### config.mk
export PLATFORM = sky130hd
export DESIGN_NAME = rv32m_unit
export DESIGN_NICKNAME = d
export VERILOG_FILES = /design/src/common/rv32m_pkg.sv /design/src/design/rv32m_unit.sv /design/src/muldiv/muldiv_ctrl.sv /design/src/muldiv/seq_div.sv /design/src/muldiv/seq_mul.sv
export SDC_FILE = /design/constraint.sdc
export NUM_CORES = 1
export LEC_CHECK = 0
export ABC_CLOCK_PERIOD_IN_PS = 9000
export BUFFER_PORTS_ARGS = -buffer_cell sky130_fd_sc_hd__buf_4
export CELL_PAD_IN_SITES_DETAIL_PLACEMENT = 1
export CELL_PAD_IN_SITES_GLOBAL_PLACEMENT = 1
export CORE_MARGIN = 10
export CORE_UTILIZATION = 50
export DETAILED_ROUTE_END_ITERATION = 8
export GPL_ROUTABILITY_DRIVEN = 0
export MAX_ROUTING_LAYER = met4
export PLACE_DENSITY_LB_ADDON = 0.1
export SYNTH_ARGS = -nofsm -noshare
export SYNTH_HDL_FRONTEND = slang
export SYNTH_SLANG_ARGS = --single-unit
### constraint.sdc
create_clock -name clk_i -period 9 [get_ports clk_i]
set_clock_uncertainty 0.1 [all_clocks]
set_input_delay 0.9 -clock clk_i [delete_from_list [all_inputs] [get_ports clk_i]]
set_output_delay 0.9 -clock clk_i [all_outputs]
set_load 0.02 [all_outputs]
### src/common/rv32m_pkg.sv
package rv32m_pkg;

  localparam int XLEN = 32;

  // one iteration per operand bit
  localparam int MULDIV_STEPS = XLEN;

  // counter must reach MULDIV_STEPS, so one extra bit
  localparam int STEP_CNT_W = $clog2(MULDIV_STEPS + 1);

  // funct3 of the M extension, bit 2 picks the divider
  typedef enum logic [2:0] {
    MUL    = 3'd0,
    MULH   = 3'd1,
    MULHSU = 3'd2,
    MULHU  = 3'd3,
    DIV    = 3'd4,
    DIVU   = 3'd5,
    REM    = 3'd6,
    REMU   = 3'd7
  } muldiv_op_e;

  typedef struct packed {
    muldiv_op_e      op;
    logic [XLEN-1:0] rs1;
    logic [XLEN-1:0] rs2;
  } muldiv_req_t;

endpackage

### src/design/rv32m_unit.sv
`timescale 1ns/100ps

module rv32m_unit import rv32m_pkg::*; (
  input  logic            clk_i,
  input  logic            rst_n_i,
  input  muldiv_req_t     req_i,
  input  logic            start_i,
  input  logic            ack_i,
  input  logic            flush_i,
  output logic [XLEN-1:0] result_o,
  output logic            done_o,
  output logic            busy_o
);

  logic              mul_start;
  logic [XLEN-1:0]   mul_a;
  logic [XLEN-1:0]   mul_b;
  logic [2*XLEN-1:0] mul_product;
  logic              mul_valid;
  logic              div_start;
  logic [XLEN-1:0]   div_a;
  logic [XLEN-1:0]   div_b;
  logic [XLEN-1:0]   div_quot;
  logic [XLEN-1:0]   div_rem;
  logic              div_zero;
  logic              div_valid;

  muldiv_ctrl u_ctrl (
    .clk_i         (clk_i),
    .rst_n_i       (rst_n_i),
    .flush_i       (flush_i),
    .req_i         (req_i),
    .start_i       (start_i),
    .ack_i         (ack_i),
    .result_o      (result_o),
    .done_o        (done_o),
    .busy_o        (busy_o),
    .mul_start_o   (mul_start),
    .mul_a_o       (mul_a),
    .mul_b_o       (mul_b),
    .mul_product_i (mul_product),
    .mul_valid_i   (mul_valid),
    .div_start_o   (div_start),
    .div_a_o       (div_a),
    .div_b_o       (div_b),
    .div_quot_i    (div_quot),
    .div_rem_i     (div_rem),
    .div_zero_i    (div_zero),
    .div_valid_i   (div_valid)
  );

  // flush doubles as the units' clear
  seq_mul u_mul (
    .clk_i     (clk_i),
    .rst_n_i   (rst_n_i),
    .clear_i   (flush_i),
    .start_i   (mul_start),
    .op_a_i    (mul_a),
    .op_b_i    (mul_b),
    .product_o (mul_product),
    .valid_o   (mul_valid)
  );

  seq_div u_div (
    .clk_i       (clk_i),
    .rst_n_i     (rst_n_i),
    .clear_i     (flush_i),
    .start_i     (div_start),
    .dividend_i  (div_a),
    .divisor_i   (div_b),
    .quotient_o  (div_quot),
    .remainder_o (div_rem),
    .div_zero_o  (div_zero),
    .valid_o     (div_valid)
  );

endmodule

### src/muldiv/muldiv_ctrl.sv
`timescale 1ns/100ps

module muldiv_ctrl import rv32m_pkg::*; (
  input  logic              clk_i,
  input  logic              rst_n_i,
  input  logic              flush_i,

  input  muldiv_req_t       req_i,
  input  logic              start_i,
  input  logic              ack_i,
  output logic [XLEN-1:0]   result_o,
  output logic              done_o,
  output logic              busy_o,

  output logic              mul_start_o,
  output logic [XLEN-1:0]   mul_a_o,
  output logic [XLEN-1:0]   mul_b_o,
  input  logic [2*XLEN-1:0] mul_product_i,
  input  logic              mul_valid_i,

  output logic              div_start_o,
  output logic [XLEN-1:0]   div_a_o,
  output logic [XLEN-1:0]   div_b_o,
  input  logic [XLEN-1:0]   div_quot_i,
  input  logic [XLEN-1:0]   div_rem_i,
  input  logic              div_zero_i,
  input  logic              div_valid_i
);

  typedef enum logic [1:0] {
    IDLE,
    LAUNCH,
    WAIT
  } ctrl_state_e;

  ctrl_state_e       state;
  muldiv_req_t       req_q;
  logic              accept;
  logic              use_div;
  logic              unit_valid;
  logic              rs1_neg;
  logic              rs2_neg;
  logic [XLEN-1:0]   abs_rs1;
  logic [XLEN-1:0]   abs_rs2;
  logic [XLEN-1:0]   mag_a;
  logic [XLEN-1:0]   mag_b;
  logic              neg_res;
  logic [2*XLEN-1:0] prod_signed;
  logic [XLEN-1:0]   quot_signed;
  logic [XLEN-1:0]   rem_signed;
  logic [XLEN-1:0]   res_sel;

  assign accept     = (state == IDLE) && start_i;
  assign use_div    = req_q.op[2];
  assign unit_valid = use_div ? div_valid_i : mul_valid_i;

  assign rs1_neg = req_q.rs1[XLEN-1];
  assign rs2_neg = req_q.rs2[XLEN-1];
  assign abs_rs1 = rs1_neg ? -req_q.rs1 : req_q.rs1;
  assign abs_rs2 = rs2_neg ? -req_q.rs2 : req_q.rs2;

  // units only see magnitudes and the sign is put back afterwards
  always_comb begin
    case (req_q.op)
      MUL, MULH, DIV: begin
        mag_a   = abs_rs1;
        mag_b   = abs_rs2;
        neg_res = rs1_neg ^ rs2_neg;
      end
      MULHSU: begin
        mag_a   = abs_rs1;
        mag_b   = req_q.rs2;
        neg_res = rs1_neg;
      end
      REM: begin
        mag_a   = abs_rs1;
        mag_b   = abs_rs2;
        neg_res = rs1_neg;   // remainder follows the dividend
      end
      MULHU, DIVU, REMU: begin
        mag_a   = req_q.rs1;
        mag_b   = req_q.rs2;
        neg_res = 1'b0;
      end
    endcase
  end

  assign prod_signed = neg_res ? -mul_product_i : mul_product_i;
  assign quot_signed = neg_res ? -div_quot_i : div_quot_i;
  assign rem_signed  = neg_res ? -div_rem_i : div_rem_i;

  // most-negative / -1 needs no special path
  // |q| of 2^31 with a positive sign wraps back to most-negative and rem is 0
  always_comb begin
    case (req_q.op)
      MUL:                 res_sel = prod_signed[XLEN-1:0];
      MULH, MULHSU, MULHU: res_sel = prod_signed[2*XLEN-1:XLEN];
      DIV, DIVU:           res_sel = div_zero_i ? '1 : quot_signed;
      REM, REMU:           res_sel = div_zero_i ? req_q.rs1 : rem_signed;
    endcase
  end

  always_ff @(posedge clk_i) begin
    if (!rst_n_i || flush_i) begin
      state  <= IDLE;
      busy_o <= 1'b0;
      done_o <= 1'b0;
    end else begin
      case (state)
        IDLE: begin
          if (start_i) begin
            state  <= LAUNCH;
            busy_o <= 1'b1;
            done_o <= 1'b0;   // new request drops the old result
          end else if (ack_i) begin
            done_o <= 1'b0;
          end
        end
        LAUNCH: state <= WAIT;
        WAIT: begin
          if (unit_valid) begin
            state  <= IDLE;
            busy_o <= 1'b0;
            done_o <= 1'b1;
          end
        end
        default: state <= IDLE;
      endcase
    end
  end

  always_ff @(posedge clk_i) begin
    if (accept) begin
      req_q <= req_i;
    end
    if ((state == WAIT) && unit_valid && rst_n_i && !flush_i) begin
      result_o <= res_sel;
    end
  end

  // start strobes last exactly the one LAUNCH cycle
  assign mul_start_o = (state == LAUNCH) && !use_div;
  assign div_start_o = (state == LAUNCH) && use_div;
  assign mul_a_o     = mag_a;
  assign mul_b_o     = mag_b;
  assign div_a_o     = mag_a;
  assign div_b_o     = mag_b;

endmodule

### src/muldiv/seq_div.sv
`timescale 1ns/100ps

module seq_div import rv32m_pkg::*; (
  input  logic            clk_i,
  input  logic            rst_n_i,
  input  logic            clear_i,
  input  logic            start_i,
  input  logic [XLEN-1:0] dividend_i,
  input  logic [XLEN-1:0] divisor_i,
  output logic [XLEN-1:0] quotient_o,
  output logic [XLEN-1:0] remainder_o,
  output logic            div_zero_o,
  output logic            valid_o
);

  logic                  running;
  logic [STEP_CNT_W-1:0] step_cnt;
  logic                  last_step;
  logic                  load;
  logic                  step;
  logic [XLEN-1:0]       rem_q;
  logic [XLEN-1:0]       quot_q;   // dividend bits shift out, quotient bits shift in
  logic [XLEN-1:0]       divisor_q;
  logic [XLEN:0]         partial;
  logic                  fits;

  assign last_step = (step_cnt == STEP_CNT_W'(MULDIV_STEPS));
  assign load      = start_i && !running;
  assign step      = running && !last_step;

  // bring down the next dividend bit and trial-subtract
  assign partial = {rem_q, quot_q[XLEN-1]};
  assign fits    = (partial >= {1'b0, divisor_q});

  always_ff @(posedge clk_i) begin
    if (!rst_n_i || clear_i) begin
      running    <= 1'b0;
      step_cnt   <= '0;
      valid_o    <= 1'b0;
      div_zero_o <= 1'b0;
    end else begin
      valid_o <= 1'b0;
      if (load) begin
        running    <= 1'b1;
        step_cnt   <= '0;
        div_zero_o <= (divisor_i == '0);
      end else if (running) begin
        if (last_step) begin
          running <= 1'b0;
          valid_o <= 1'b1;
        end else begin
          step_cnt <= step_cnt + 1'b1;
        end
      end
    end
  end

  // a zero divisor always fits, so this ends with all-ones and the dividend
  always_ff @(posedge clk_i) begin
    if (load) begin
      rem_q     <= '0;
      quot_q    <= dividend_i;
      divisor_q <= divisor_i;
    end else if (step) begin
      if (fits) begin
        rem_q  <= XLEN'(partial - {1'b0, divisor_q});
        quot_q <= {quot_q[XLEN-2:0], 1'b1};
      end else begin
        rem_q  <= partial[XLEN-1:0];
        quot_q <= {quot_q[XLEN-2:0], 1'b0};
      end
    end
  end

  assign quotient_o  = quot_q;
  assign remainder_o = rem_q;

endmodule

### src/muldiv/seq_mul.sv
`timescale 1ns/100ps

module seq_mul import rv32m_pkg::*; (
  input  logic              clk_i,
  input  logic              rst_n_i,
  input  logic              clear_i,
  input  logic              start_i,
  input  logic [XLEN-1:0]   op_a_i,
  input  logic [XLEN-1:0]   op_b_i,
  output logic [2*XLEN-1:0] product_o,
  output logic              valid_o
);

  logic                  running;
  logic [STEP_CNT_W-1:0] step_cnt;
  logic                  last_step;
  logic                  load;
  logic                  step;
  logic [2*XLEN-1:0]     mcand;   // multiplicand, moves left each step
  logic [XLEN-1:0]       mplier;  // multiplier, moves right each step
  logic [2*XLEN-1:0]     acc;

  assign last_step = (step_cnt == STEP_CNT_W'(MULDIV_STEPS));
  assign load      = start_i && !running;
  assign step      = running && !last_step;

  always_ff @(posedge clk_i) begin
    if (!rst_n_i || clear_i) begin
      running  <= 1'b0;
      step_cnt <= '0;
      valid_o  <= 1'b0;
    end else begin
      valid_o <= 1'b0;
      if (load) begin
        running  <= 1'b1;
        step_cnt <= '0;
      end else if (running) begin
        if (last_step) begin
          running <= 1'b0;
          valid_o <= 1'b1;   // one extra cycle after the final add
        end else begin
          step_cnt <= step_cnt + 1'b1;
        end
      end
    end
  end

  always_ff @(posedge clk_i) begin
    if (load) begin
      acc    <= '0;
      mcand  <= {{XLEN{1'b0}}, op_a_i};
      mplier <= op_b_i;
    end else if (step) begin
      if (mplier[0]) begin
        acc <= acc + mcand;
      end
      mcand  <= mcand << 1;
      mplier <= mplier >> 1;
    end
  end

  // acc stays put once the steps run out
  assign product_o = acc;

endmodule

==> flow_metrics.env, run 1 <==
export IMPL_status="finished, final reports clean"
export IMPL_dp_hpwl_mm=63.3
export IMPL_io_pins=106
export IMPL_max_freq_mhz=241
export IMPL_post_cts_resized=0
export IMPL_clk_latency_ns=0.62
export IMPL_row_count=80
export IMPL_rsz0062_at_grt="no"
export IMPL_cp_start_kind="flip-flop"
export IMPL_crit_path_end_kind="flip-flop"
export IMPL_yosys_area_top_type_share_pct=28.2
export IMPL_switching_power_mw=1.66
export IMPL_drt_iter0_drc=1776
export IMPL_crit_required_ns=9.35
export IMPL_clkPwrFrac_pct=39.3
export IMPL_arrival_ns=4.50
export IMPL_cap_violations=0
export IMPL_postRouteAntennaNets=0
export IMPL_grt_max_degree=88
export IMPL_synthTopCellsByArea="edfxtp_1 (28%), dfxtp_1 (12%), nand2_1 (6.8%), a21oi_1 (6.3%), o21ai_0 (6.3%)"
export IMPL_synth_cell_area_um2=24100
export IMPL_cts_made_buffers=46
export IMPL_area_growth_pct=11.9
export IMPL_layout_drive_gt1_share_pct=8.68
export IMPL_final_net_count=3031
export IMPL_post_drt_via_cell_ratio=6.32
export IMPL_yosysWarnings=0
export IMPL_synth_fp_nets=3002
export IMPL_path_cells="ha_1 > fa_1 > a211oi_1 > o211ai_1 > a21oi_1 > o211ai_1 > a21oi_1 > nor2_1 > a211oi_1 > o21bai_1 > xnor2_1 > o21ai_0"
export IMPL_cts_root_buf="clkbuf_16"
export IMPL_comb_power_share_pct=21.8
export IMPL_post_route_period_util_pct=46.1
export IMPL_holdBufCountCts=0
export IMPL_fin_setup_tns_ns=0
export IMPL_core_area_um2=47700
export IMPL_drc=0
export IMPL_grt_pass1_wl_mm=131
export IMPL_holdWs_ns=0.355
export IMPL_wirelength_mm=85.0
export IMPL_cpPeakStageDelay_ns=0.76
export IMPL_start_util_pct=50.6
export IMPL_first_pass_iters=7
export IMPL_p_per_area_nw_per_um2=194
export IMPL_synthFlopType="edfxtp_1"
export IMPL_grt_overflow=0
export IMPL_clk_pin_slew_ns=0.06
export IMPL_post_synth_top_area_cell="edfxtp_1"
export IMPL_ir_worst_vdd_mv=0.188
export IMPL_p_int_mw=3.59
export IMPL_port_buffers=105
export IMPL_globalRouteTotalUtil_pct=29.8
export IMPL_synth_seq_cells=376
export IMPL_slowest_stage="a211oi_1"
export IMPL_hold_violations=0
export IMPL_tritoncts="yes"
export IMPL_ys_seq_area_share_pct=40.6
export IMPL_slew_headroom_pct=14.5
export IMPL_cts_sinks=376
export IMPL_postCtsSetupBuffers=0
export IMPL_cts_htree_levels=2
export IMPL_antenna_found_initial=0
export IMPL_vias=22200
export IMPL_sequentialPowerShare_pct=38.9
export IMPL_die_y_um=240
export IMPL_clock_tree_buffer_depth=3
export IMPL_die_area_um2=57500
export IMPL_synth_cell_types=88
export IMPL_synthArstFlopShare_pct=0
export IMPL_fin_crit_ns=4.15
export IMPL_die_w_um=240
export IMPL_hold_path_class="input port to flip-flop"
export IMPL_maxSlewViolCount=0
export IMPL_routedWlPerCell_um=24.2
export IMPL_syn_avg_cell_area_um2=8.55
export IMPL_grt_pass1_vias=22300
export IMPL_switching_share_pct=31.6
export IMPL_synthCells=2824
export IMPL_crit_type="flip-flop to flip-flop"
export IMPL_p_leak_nw=10.5
export IMPL_setup_violations=0
export IMPL_synth_edff_count=227
export IMPL_tightest_slew_ns=1.28
export IMPL_crit_fanout=6
## routing by layer
layer  vias up  wire length (µm)  track usage [%]
met5         -                 0                -
met4         0              3700             12.6
met3       182              5100             3.92
met2       727             40800             48.5
met1     11000             35400             36.8
li1      10200                 -                -
## area by class of cell
type,count,area [µm²]
fillers,5595,20700
multi-input cells,2200,13400
flip-flops and latches,376,9800
clock buffers,64,1290
repair buffers,129,968
well taps,615,769
clock inverters,22,385
inverters,100,375
diodes,1,2.50
## through the flow
step	std cells	area [µm²]	total power, mW	util [%]	setup slack (ns)
after floorplan	2824	24100	2.80	-	5.65
after global placement	3420	25400	3.14	53.1	5.03
after detailed placement	3420	25400	3.18	53.1	4.92
after CTS	3506	27000	5.25	56.6	4.89
after global routing	3506	27000	5.45	56.6	4.57
final	3507	27000	5.25	56.6	4.85
## synth_stat cells, drive strengths merged (4+ instances only)
master / n
nand2b: 23
dfxtp: 149
xnor2: 126
a211oi: 17
nor2: 191
o211ai: 12
a21boi: 4
and3b: 5
a32oi: 7
o311ai: 4
a22o: 5
nand3: 64
o21a: 15
a22oi: 5
and3: 14
o21bai: 18
o221ai: 12
a31oi: 20
o22ai: 4
nor4: 26
o41ai: 20
edfxtp: 227
nand4: 39
nor2b: 11
nor3: 43
nor4b: 4
and2: 12
inv: 100
buf: 22
a221oi: 5
nor3b: 6
a21o: 39
nand3b: 6
mux2i: 16
clkbuf: 126
o21ai: 312
a21oi: 306
ha: 104
or3: 20
xor2: 144
or4: 17
o31ai: 42
or2: 6
nand2: 440
## final timing paths
| check | start | endpoint | slack (ns) | cells past startpoint |
|---|---|---|---|---|
| max | u_mul.product_o[0] | u_mul.product_o[56] | 4.85 | 12 |
| min | req_i[4] | u_ctrl.req_q[4] | 0.36 | 1 |
| max reg2reg | u_mul.product_o[0] | u_mul.product_o[56] | 4.85 | 12 |
| min reg2reg | u_ctrl.done_o | u_ctrl.done_o | 0.36 | 2 |
## state kept, by name, summed over array words and instances (netlist names)
register	count
u_mul.product_o	64
u_div.div_zero_o	1
u_ctrl.result_o	32
u_ctrl.state	2
u_mul.mcand	64
u_ctrl.done_o	1
u_mul.valid_o	1
u_div.running	1
u_ctrl.busy_o	1
u_ctrl.req_q	67
u_div.quotient_o	32
u_div.step_cnt	6
u_div.remainder_o	32
u_div.valid_o	1
u_mul.mplier	32
u_mul.step_cnt	6
u_mul.running	1
u_div.divisor_q	32
## critical path, delay by kind of cell (launching register included)
kind | cells | cell delay, ns
AND/OR/NAND/NOR | 1 | 0.14
AO/OA/AOI/OAI | 8 | 2.49
XOR/XNOR | 1 | 0.20
adder cells (fa/ha/maj) | 2 | 0.69
flip-flops | 1 | 0.37
## power groups by stage
stage	clock network (mW)	logic, mW	registers (mW)
floorplan	0	0.778	2.02
global placement	0	1.07	2.07
detailed placement	0	1.11	2.07
CTS	2.09	1.12	2.04
global route	2.16	1.24	2.05
finish	2.06	1.15	2.04
## cells in the final DEF, fill, tap and decap left out, drive strengths merged, types with 64 or more instances in the layout
master	synthesis	routed
xnor2	126	126
nand2	440	440
o21ai	312	312
nor2	191	191
buf	22	129
dfxtp	149	149
ha	104	104
a21oi	306	306
clkbuf	126	64
nand3	64	64
xor2	144	144
edfxtp	227	227
inv	100	102
## cells by family after synthesis
kind of cell | after synthesis | share of synthesized area [%]
buffers and inverters | 248 | 3.93
AO/OA/AOI/OAI | 874 | 21.3
flip-flops | 376 | 40.6
AND/OR/NAND/NOR | 933 | 18.1
multiplexers | 17 | 0.710
adder cells (fa/ha/maj) | 106 | 5.55
XOR/XNOR | 270 | 9.85
No activity file was read; power rests on OpenSTA's default activity.
==> inputs of run 2 (changes only) <==
--- a/config.mk
+++ b/config.mk
@@ -5,12 +5,12 @@
 export SDC_FILE = /design/constraint.sdc
 export NUM_CORES = 1
 export LEC_CHECK = 0
-export ABC_CLOCK_PERIOD_IN_PS = 9000
+export ABC_CLOCK_PERIOD_IN_PS = 4100
 export BUFFER_PORTS_ARGS = -buffer_cell sky130_fd_sc_hd__buf_4
 export CELL_PAD_IN_SITES_DETAIL_PLACEMENT = 1
 export CELL_PAD_IN_SITES_GLOBAL_PLACEMENT = 1
 export CORE_MARGIN = 10
-export CORE_UTILIZATION = 50
+export CORE_UTILIZATION = 48
 export DETAILED_ROUTE_END_ITERATION = 8
 export GPL_ROUTABILITY_DRIVEN = 0
 export MAX_ROUTING_LAYER = met4
==> constraint.sdc (replaced) <==
create_clock -name clk_i -period 4.1 [get_ports clk_i]
set_clock_uncertainty 0.1 [all_clocks]
set_input_delay 0.41 -clock clk_i [delete_from_list [all_inputs] [get_ports clk_i]]
set_output_delay 0.41 -clock clk_i [all_outputs]
set_load 0.02 [all_outputs]
==> run 2 against run 1 <==
Effect of this change:
- fmax increased by 7.7%
- first-iteration DRC count increased by 11%
- combinational power grew 130%
- critical path depth unchanged
- sequential share of layout area shrank 1.1 points
- global-route usage decreased by 0.057 points
- clock-buffer cell count is 1 higher
- non-clock buffer count increased by 101
- register-to-register slack worse by 4.6 ns
- via count up 1.8%
- critical path type unchanged
- sequential power up 120%
- final area increased by 3.2%
==> flow_metrics.env, run 2 (synthesis gave the netlist of run 1 again) <==
export IMPL_cts_htree_levels=2
export IMPL_first_pass_iters=6
export IMPL_tritoncts="yes"
export IMPL_post_route_period_util_pct=93.9
export IMPL_slowest_stage="a211oi_1"
export IMPL_layout_drive_gt1_share_pct=9.29
export IMPL_final_net_count=3132
export IMPL_drc=0
export IMPL_antenna_found_initial=0
export IMPL_maxSlewViolCount=0
export IMPL_cts_sinks=376
export IMPL_setup_violations=0
export IMPL_routedWlPerCell_um=24.1
export IMPL_start_util_pct=48.3
export IMPL_drt_iter0_drc=1963
export IMPL_clock_tree_buffer_depth=3
export IMPL_vias=22600
export IMPL_status="finished, final reports clean"
export IMPL_path_cells="ha_1 > fa_1 > a211oi_1 > o211ai_1 > a21oi_1 > o211ai_1 > a21oi_1 > nor2_1 > a211oi_1 > o21bai_1 > xnor2_1 > o21ai_0"
export IMPL_area_growth_pct=15.5
export IMPL_crit_type="flip-flop to flip-flop"
export IMPL_r2r_start="u_mul.mcand[0]"
export IMPL_slew_headroom_pct=31.7
export IMPL_rr_worst_depth=12
export IMPL_worst_r2r_endpoint="u_mul.product_o[56]"
export IMPL_crit_required_ns=4.45
export IMPL_wirelength_mm=88.4
export IMPL_final_util_pct=55.8
export IMPL_arrival_ns=4.20
export IMPL_rsz0062_at_grt="no"
export IMPL_crit_path_end_kind="flip-flop"
export IMPL_path_depth=12
export IMPL_grt_pass1_vias=23300
export IMPL_ir_worst_vdd_mv=0.388
export IMPL_clk_latency_ns=0.62
export IMPL_clk_pin_slew_ns=0.06
export IMPL_die_w_um=244
export IMPL_hold_path_class="input port to flip-flop"
export IMPL_port_buffers=105
export IMPL_dp_slack_ns=0.258
export IMPL_startpoint="u_mul.mcand[0]"
export IMPL_postCtsSetupBuffers=0
export IMPL_crit_family="compound AO/OA/AOI/OAI gates"
export IMPL_cp_start_kind="flip-flop"
export IMPL_layout_cells_non_filler=3664
export IMPL_p_per_area_nw_per_um2=406
export IMPL_crit_fanout=3
export IMPL_largest_reg_flops=67
export IMPL_final_common_cell="nand2_1"
export IMPL_dp_hpwl_mm=64.1
export IMPL_grt_max_degree=86
export IMPL_fin_total_pwr_mw=11.3
export IMPL_fin_setup_tns_ns=0
export IMPL_cts_made_buffers=46
export IMPL_post_drt_via_cell_ratio=6.16
export IMPL_worst_slack_ns=0.250
export IMPL_tightest_slew_ns=1.02
export IMPL_grt_pass1_wl_mm=137
export IMPL_io_pins=106
export IMPL_postRouteAntennaNets=0
export IMPL_r2r_slack_ns=0.25
export IMPL_num_antenna_cells=0
export IMPL_fin_area_um2=27900
export IMPL_die_y_um=244
export IMPL_fin_crit_ns=3.85
export IMPL_critical_path_buf_inv_count=0
export IMPL_cap_violations=0
export IMPL_p_leak_nw=10.9
export IMPL_place_area_um2=25700
export IMPL_final_cell_mix="nand2_1 (438), o21ai_0 (305), a21oi_1 (305), edfxtp_1 (227), nor2_1 (187)"
export IMPL_critPathCapture="u_mul.product_o[56]"
export IMPL_dp_cells=3510
export IMPL_holdWs_ns=0.0386
export IMPL_grt_overflow=0
export IMPL_row_count=82
export IMPL_hold_violations=0
export IMPL_cpPeakStageDelay_ns=0.63
export IMPL_globalRouteTotalUtil_pct=29.7
export IMPL_top_register="u_ctrl.req_q"
export IMPL_die_area_um2=59700
export IMPL_core_area_um2=50000
export IMPL_max_freq_mhz=260
export IMPL_cts_root_buf="clkbuf_16"
run 2: changes by cell type in the layout (fill, tap and decap cells not counted), sizes merged:
cell / change
bufinv: -6
clkinv: +7
inv: -1
clkinvlp: -1
clkbuf: +1
buf: +33
diode: -1
dlygate4sd3: +68
run 2: final cells by class:
class                           instances  area (µm²)
Clock inverter                         21         199
Timing Repair Buffer                  230        1930
Multi-Input combinational cell       2200       13400
Inverter                              100         375
Sequential cell                       376        9800
Tap cell                              672         841
Clock buffer                           65        1290
Fill cell                            5878       22100
run 2: timing repair:
action,CTS,global route
gates resized for setup,0,2
setup endpoints to repair,0,1
endpoints found under the hold margin,68,0
hold buffers,68,0
run 2: power breakdown:
part           internal [mW]  switching [mW]  total (mW)
sequential              4.20           0.266        4.47
clock                   2.39            1.77        4.16
combinational          0.986            1.69        2.68
total                   7.58            3.73        11.3
run 2: how the worst min path moves through the flow:
stage | start | endpoint | slack [ns] | depth (start not counted)
2_1_floorplan | u_mul.mcand[32] | u_mul.mcand[33] | 0.35 | 2
3_3_place_gp | u_ctrl.done_o | u_ctrl.done_o | 0.35 | 2
3_5_place_dp | u_ctrl.done_o | u_ctrl.done_o | 0.37 | 2
4_1_cts | ack_i | u_ctrl.done_o | 0.01 | 4
5_1_grt | ack_i | u_ctrl.done_o | 0.06 | 4
6_report | ack_i | u_ctrl.done_o | 0.04 | 4
run 2: tightest hold or removal path: cells and delay by family:
family                 cells  cell delay (ns)
buffers and inverters      1             0.08
AND/OR/NAND/NOR            1             0.07
AO/OA/AOI/OAI              2             0.13
run 2: metal layers:
| layer | global-route usage, % | part of all wire [%] |
|---|---|---|
| met5 | - | 0 |
| met4 | 11.5 | 3.9 |
| met2 | 50.4 | 49 |
| met1 | 35.7 | 42 |
| met3 | 3.61 | 5.3 |
==> inputs of run 3 (changes only) <==
--- a/config.mk
+++ b/config.mk
@@ -10,7 +10,8 @@
 export CELL_PAD_IN_SITES_DETAIL_PLACEMENT = 1
 export CELL_PAD_IN_SITES_GLOBAL_PLACEMENT = 1
 export CORE_MARGIN = 10
-export CORE_UTILIZATION = 48
+export CORE_UTILIZATION = 50
+export CTS_BUF_LIST = sky130_fd_sc_hd__clkbuf_8
 export DETAILED_ROUTE_END_ITERATION = 8
 export GPL_ROUTABILITY_DRIVEN = 0
 export MAX_ROUTING_LAYER = met4
==> run 3 against run 2 <==
Effect of this change:
- fmax is 0.54% lower
- final area is 0.59% lower
- non-clock buffer count is 7 lower
- register-to-register slack worse by 0.02 ns
- die area is 3.7% lower
- combinational power hardly changed
- final cell count is 0.49% lower
- clock-buffer cell count is 14 higher
- via count is 2.2% higher
- wire length is 3.6% higher
- first-iteration DRC count is 7.4% higher
- sequential share of layout area is 0.21 points higher
- critical path type unchanged
- largest power group unchanged
==> flow_metrics.env, run 3 (synthesis gave the netlist of run 1 again) <==
export IMPL_crit_fanout=6
export IMPL_post_route_period_util_pct=94.4
export IMPL_cts_sinks=376
export IMPL_holdWs_ns=0.0885
export IMPL_hold_path_class="input port to flip-flop"
export IMPL_setup_violations=0
export IMPL_final_common_cell="nand2_1"
export IMPL_fin_crit_ns=3.87
export IMPL_fin_setup_tns_ns=0
export IMPL_io_pins=106
export IMPL_tritoncts="yes"
export IMPL_hold_violations=0
export IMPL_cap_violations=0
export IMPL_clk_latency_ns=0.70
export IMPL_clk_pin_slew_ns=0.06
export IMPL_wirelength_mm=91.6
export IMPL_post_cts_resized=0
export IMPL_port_buffers=105
export IMPL_final_cell_mix="nand2_1 (438), o21ai_0 (305), a21oi_1 (305), edfxtp_1 (227), nor2_1 (187)"
export IMPL_first_pass_iters=6
export IMPL_start_util_pct=50.6
export IMPL_r2r_slack_ns=0.23
export IMPL_globalRouteTotalUtil_pct=32.5
export IMPL_routedWlPerCell_um=25.1
export IMPL_grt_max_degree=86
export IMPL_grt_overflow=0
export IMPL_largest_reg_flops=67
export IMPL_maxSlewViolCount=0
export IMPL_grt_pass1_vias=23800
export IMPL_p_leak_nw=10.9
export IMPL_cp_start_kind="flip-flop"
export IMPL_clock_tree_buffer_depth=3
export IMPL_rsz0062_at_grt="no"
export IMPL_arrival_ns=4.40
export IMPL_cts_htree_levels=3
export IMPL_post_drt_via_cell_ratio=6.32
export IMPL_grt_pass1_wl_mm=142
export IMPL_status="finished, final reports clean"
export IMPL_layout_drive_gt1_share_pct=10.0
export IMPL_cts_made_buffers=71
export IMPL_dp_slack_ns=0.422
export IMPL_slew_headroom_pct=34.2
export IMPL_ir_worst_vdd_mv=0.281
export IMPL_dp_hpwl_mm=64.0
export IMPL_p_per_area_nw_per_um2=401
export IMPL_core_area_um2=47700
export IMPL_antenna_found_initial=1
export IMPL_final_net_count=3150
export IMPL_postRouteAntennaNets=0
export IMPL_crit_required_ns=4.63
export IMPL_die_w_um=240
export IMPL_worst_slack_ns=0.229
export IMPL_tightest_slew_ns=0.987
export IMPL_cts_root_buf="clkbuf_8"
export IMPL_top_register="u_ctrl.req_q"
export IMPL_drc=0
export IMPL_die_y_um=240
export IMPL_die_area_um2=57500
export IMPL_row_count=80
export IMPL_drt_iter0_drc=2108
export IMPL_vias=23100
export IMPL_area_growth_pct=14.8
export IMPL_crit_type="flip-flop to flip-flop"
export IMPL_max_freq_mhz=258
export IMPL_crit_path_end_kind="flip-flop"
export IMPL_postCtsSetupBuffers=0
run 3: cell count changes in the layout (fill, tap and decap cells not counted), sizes merged:
cell / change
inv: +27
bufinv: +1
buf: -9
diode: +1
clkbuf: +14
clkinv: +3
dlygate4sd3: +2
run 3: path summary, 6_finish.rpt:
path                                 startpoint  cells after the start               end
worst min register to register  u_mul.mcand[47]                      2   u_mul.mcand[48]
worst max-delay path            u_ctrl.req_q[0]                     11  u_div.div_zero_o
worst min-delay path                    rst_n_i                      4     u_div.running
worst max register to register  u_ctrl.req_q[0]                     11  u_div.div_zero_o
run 3: final cells by class:
cell class / instances / area [µm²]
Inverter: 100 / 375
Clock inverter: 52 / 364
Clock buffer: 79 / 1090
Antenna cell: 1 / 2.50
Sequential cell: 376 / 9800
Tap cell: 615 / 769
Fill cell: 5629 / 20000
Multi-Input combinational cell: 2200 / 13400
Timing Repair Buffer: 223 / 1890
run 3: report_power, final:
part           leakage (nW)  switching [mW]  internal [mW]  total [mW]
combinational          6.77            1.73          0.965        2.70
sequential             3.31           0.270           4.21        4.48
clock                 0.833            1.89           2.05        3.95
total                  10.9            3.89           7.22        11.1
run 3: metal layers:
metal / routed length, µm / vias up / track usage (%)
met4: 4310 / 0 / 15.0
met3: 5990 / 251 / 4.96
met5: 0 / - / -
li1: - / 10500 / -
met1: 37300 / 11400 / 38.9
met2: 44000 / 970 / 53.2
run 3: critical path, cell delays in order (launching register included):
cell	delay (ns)
edfxtp_1	0.52
inv_1	0.16
ha_1	0.32
nand3b_2	0.22
o31ai_1	0.37
xor2_1	0.30
o31ai_1	0.14
or4_1	0.44
nor4_1	0.25
nand4_1	0.14
nor4_1	0.59
a22o_1	0.26
run 3: through the flow:
| stage | power [mW] | instance area (µm²) | util, % | std cells |
|---|---|---|---|---|
| 2_1_floorplan | 6.15 | 24100 | - | 2824 |
| 3_5_place_dp | 7.04 | 25600 | 53.6 | 3444 |
| 6_report | 11.1 | 27700 | 58.1 | 3646 |
| 3_3_place_gp | 6.94 | 25600 | 53.6 | 3444 |
| 4_1_cts | 11.0 | 27700 | 58.1 | 3645 |
| 5_1_grt | 11.5 | 27700 | 58.1 | 3646 |
run 3: repair_timing:
| action | CTS | global route |
|---|---|---|
| hold buffers | 70 | 0 |
| endpoints found under the setup margin | 0 | 0 |
| endpoints found under the hold margin | 73 | 0 |
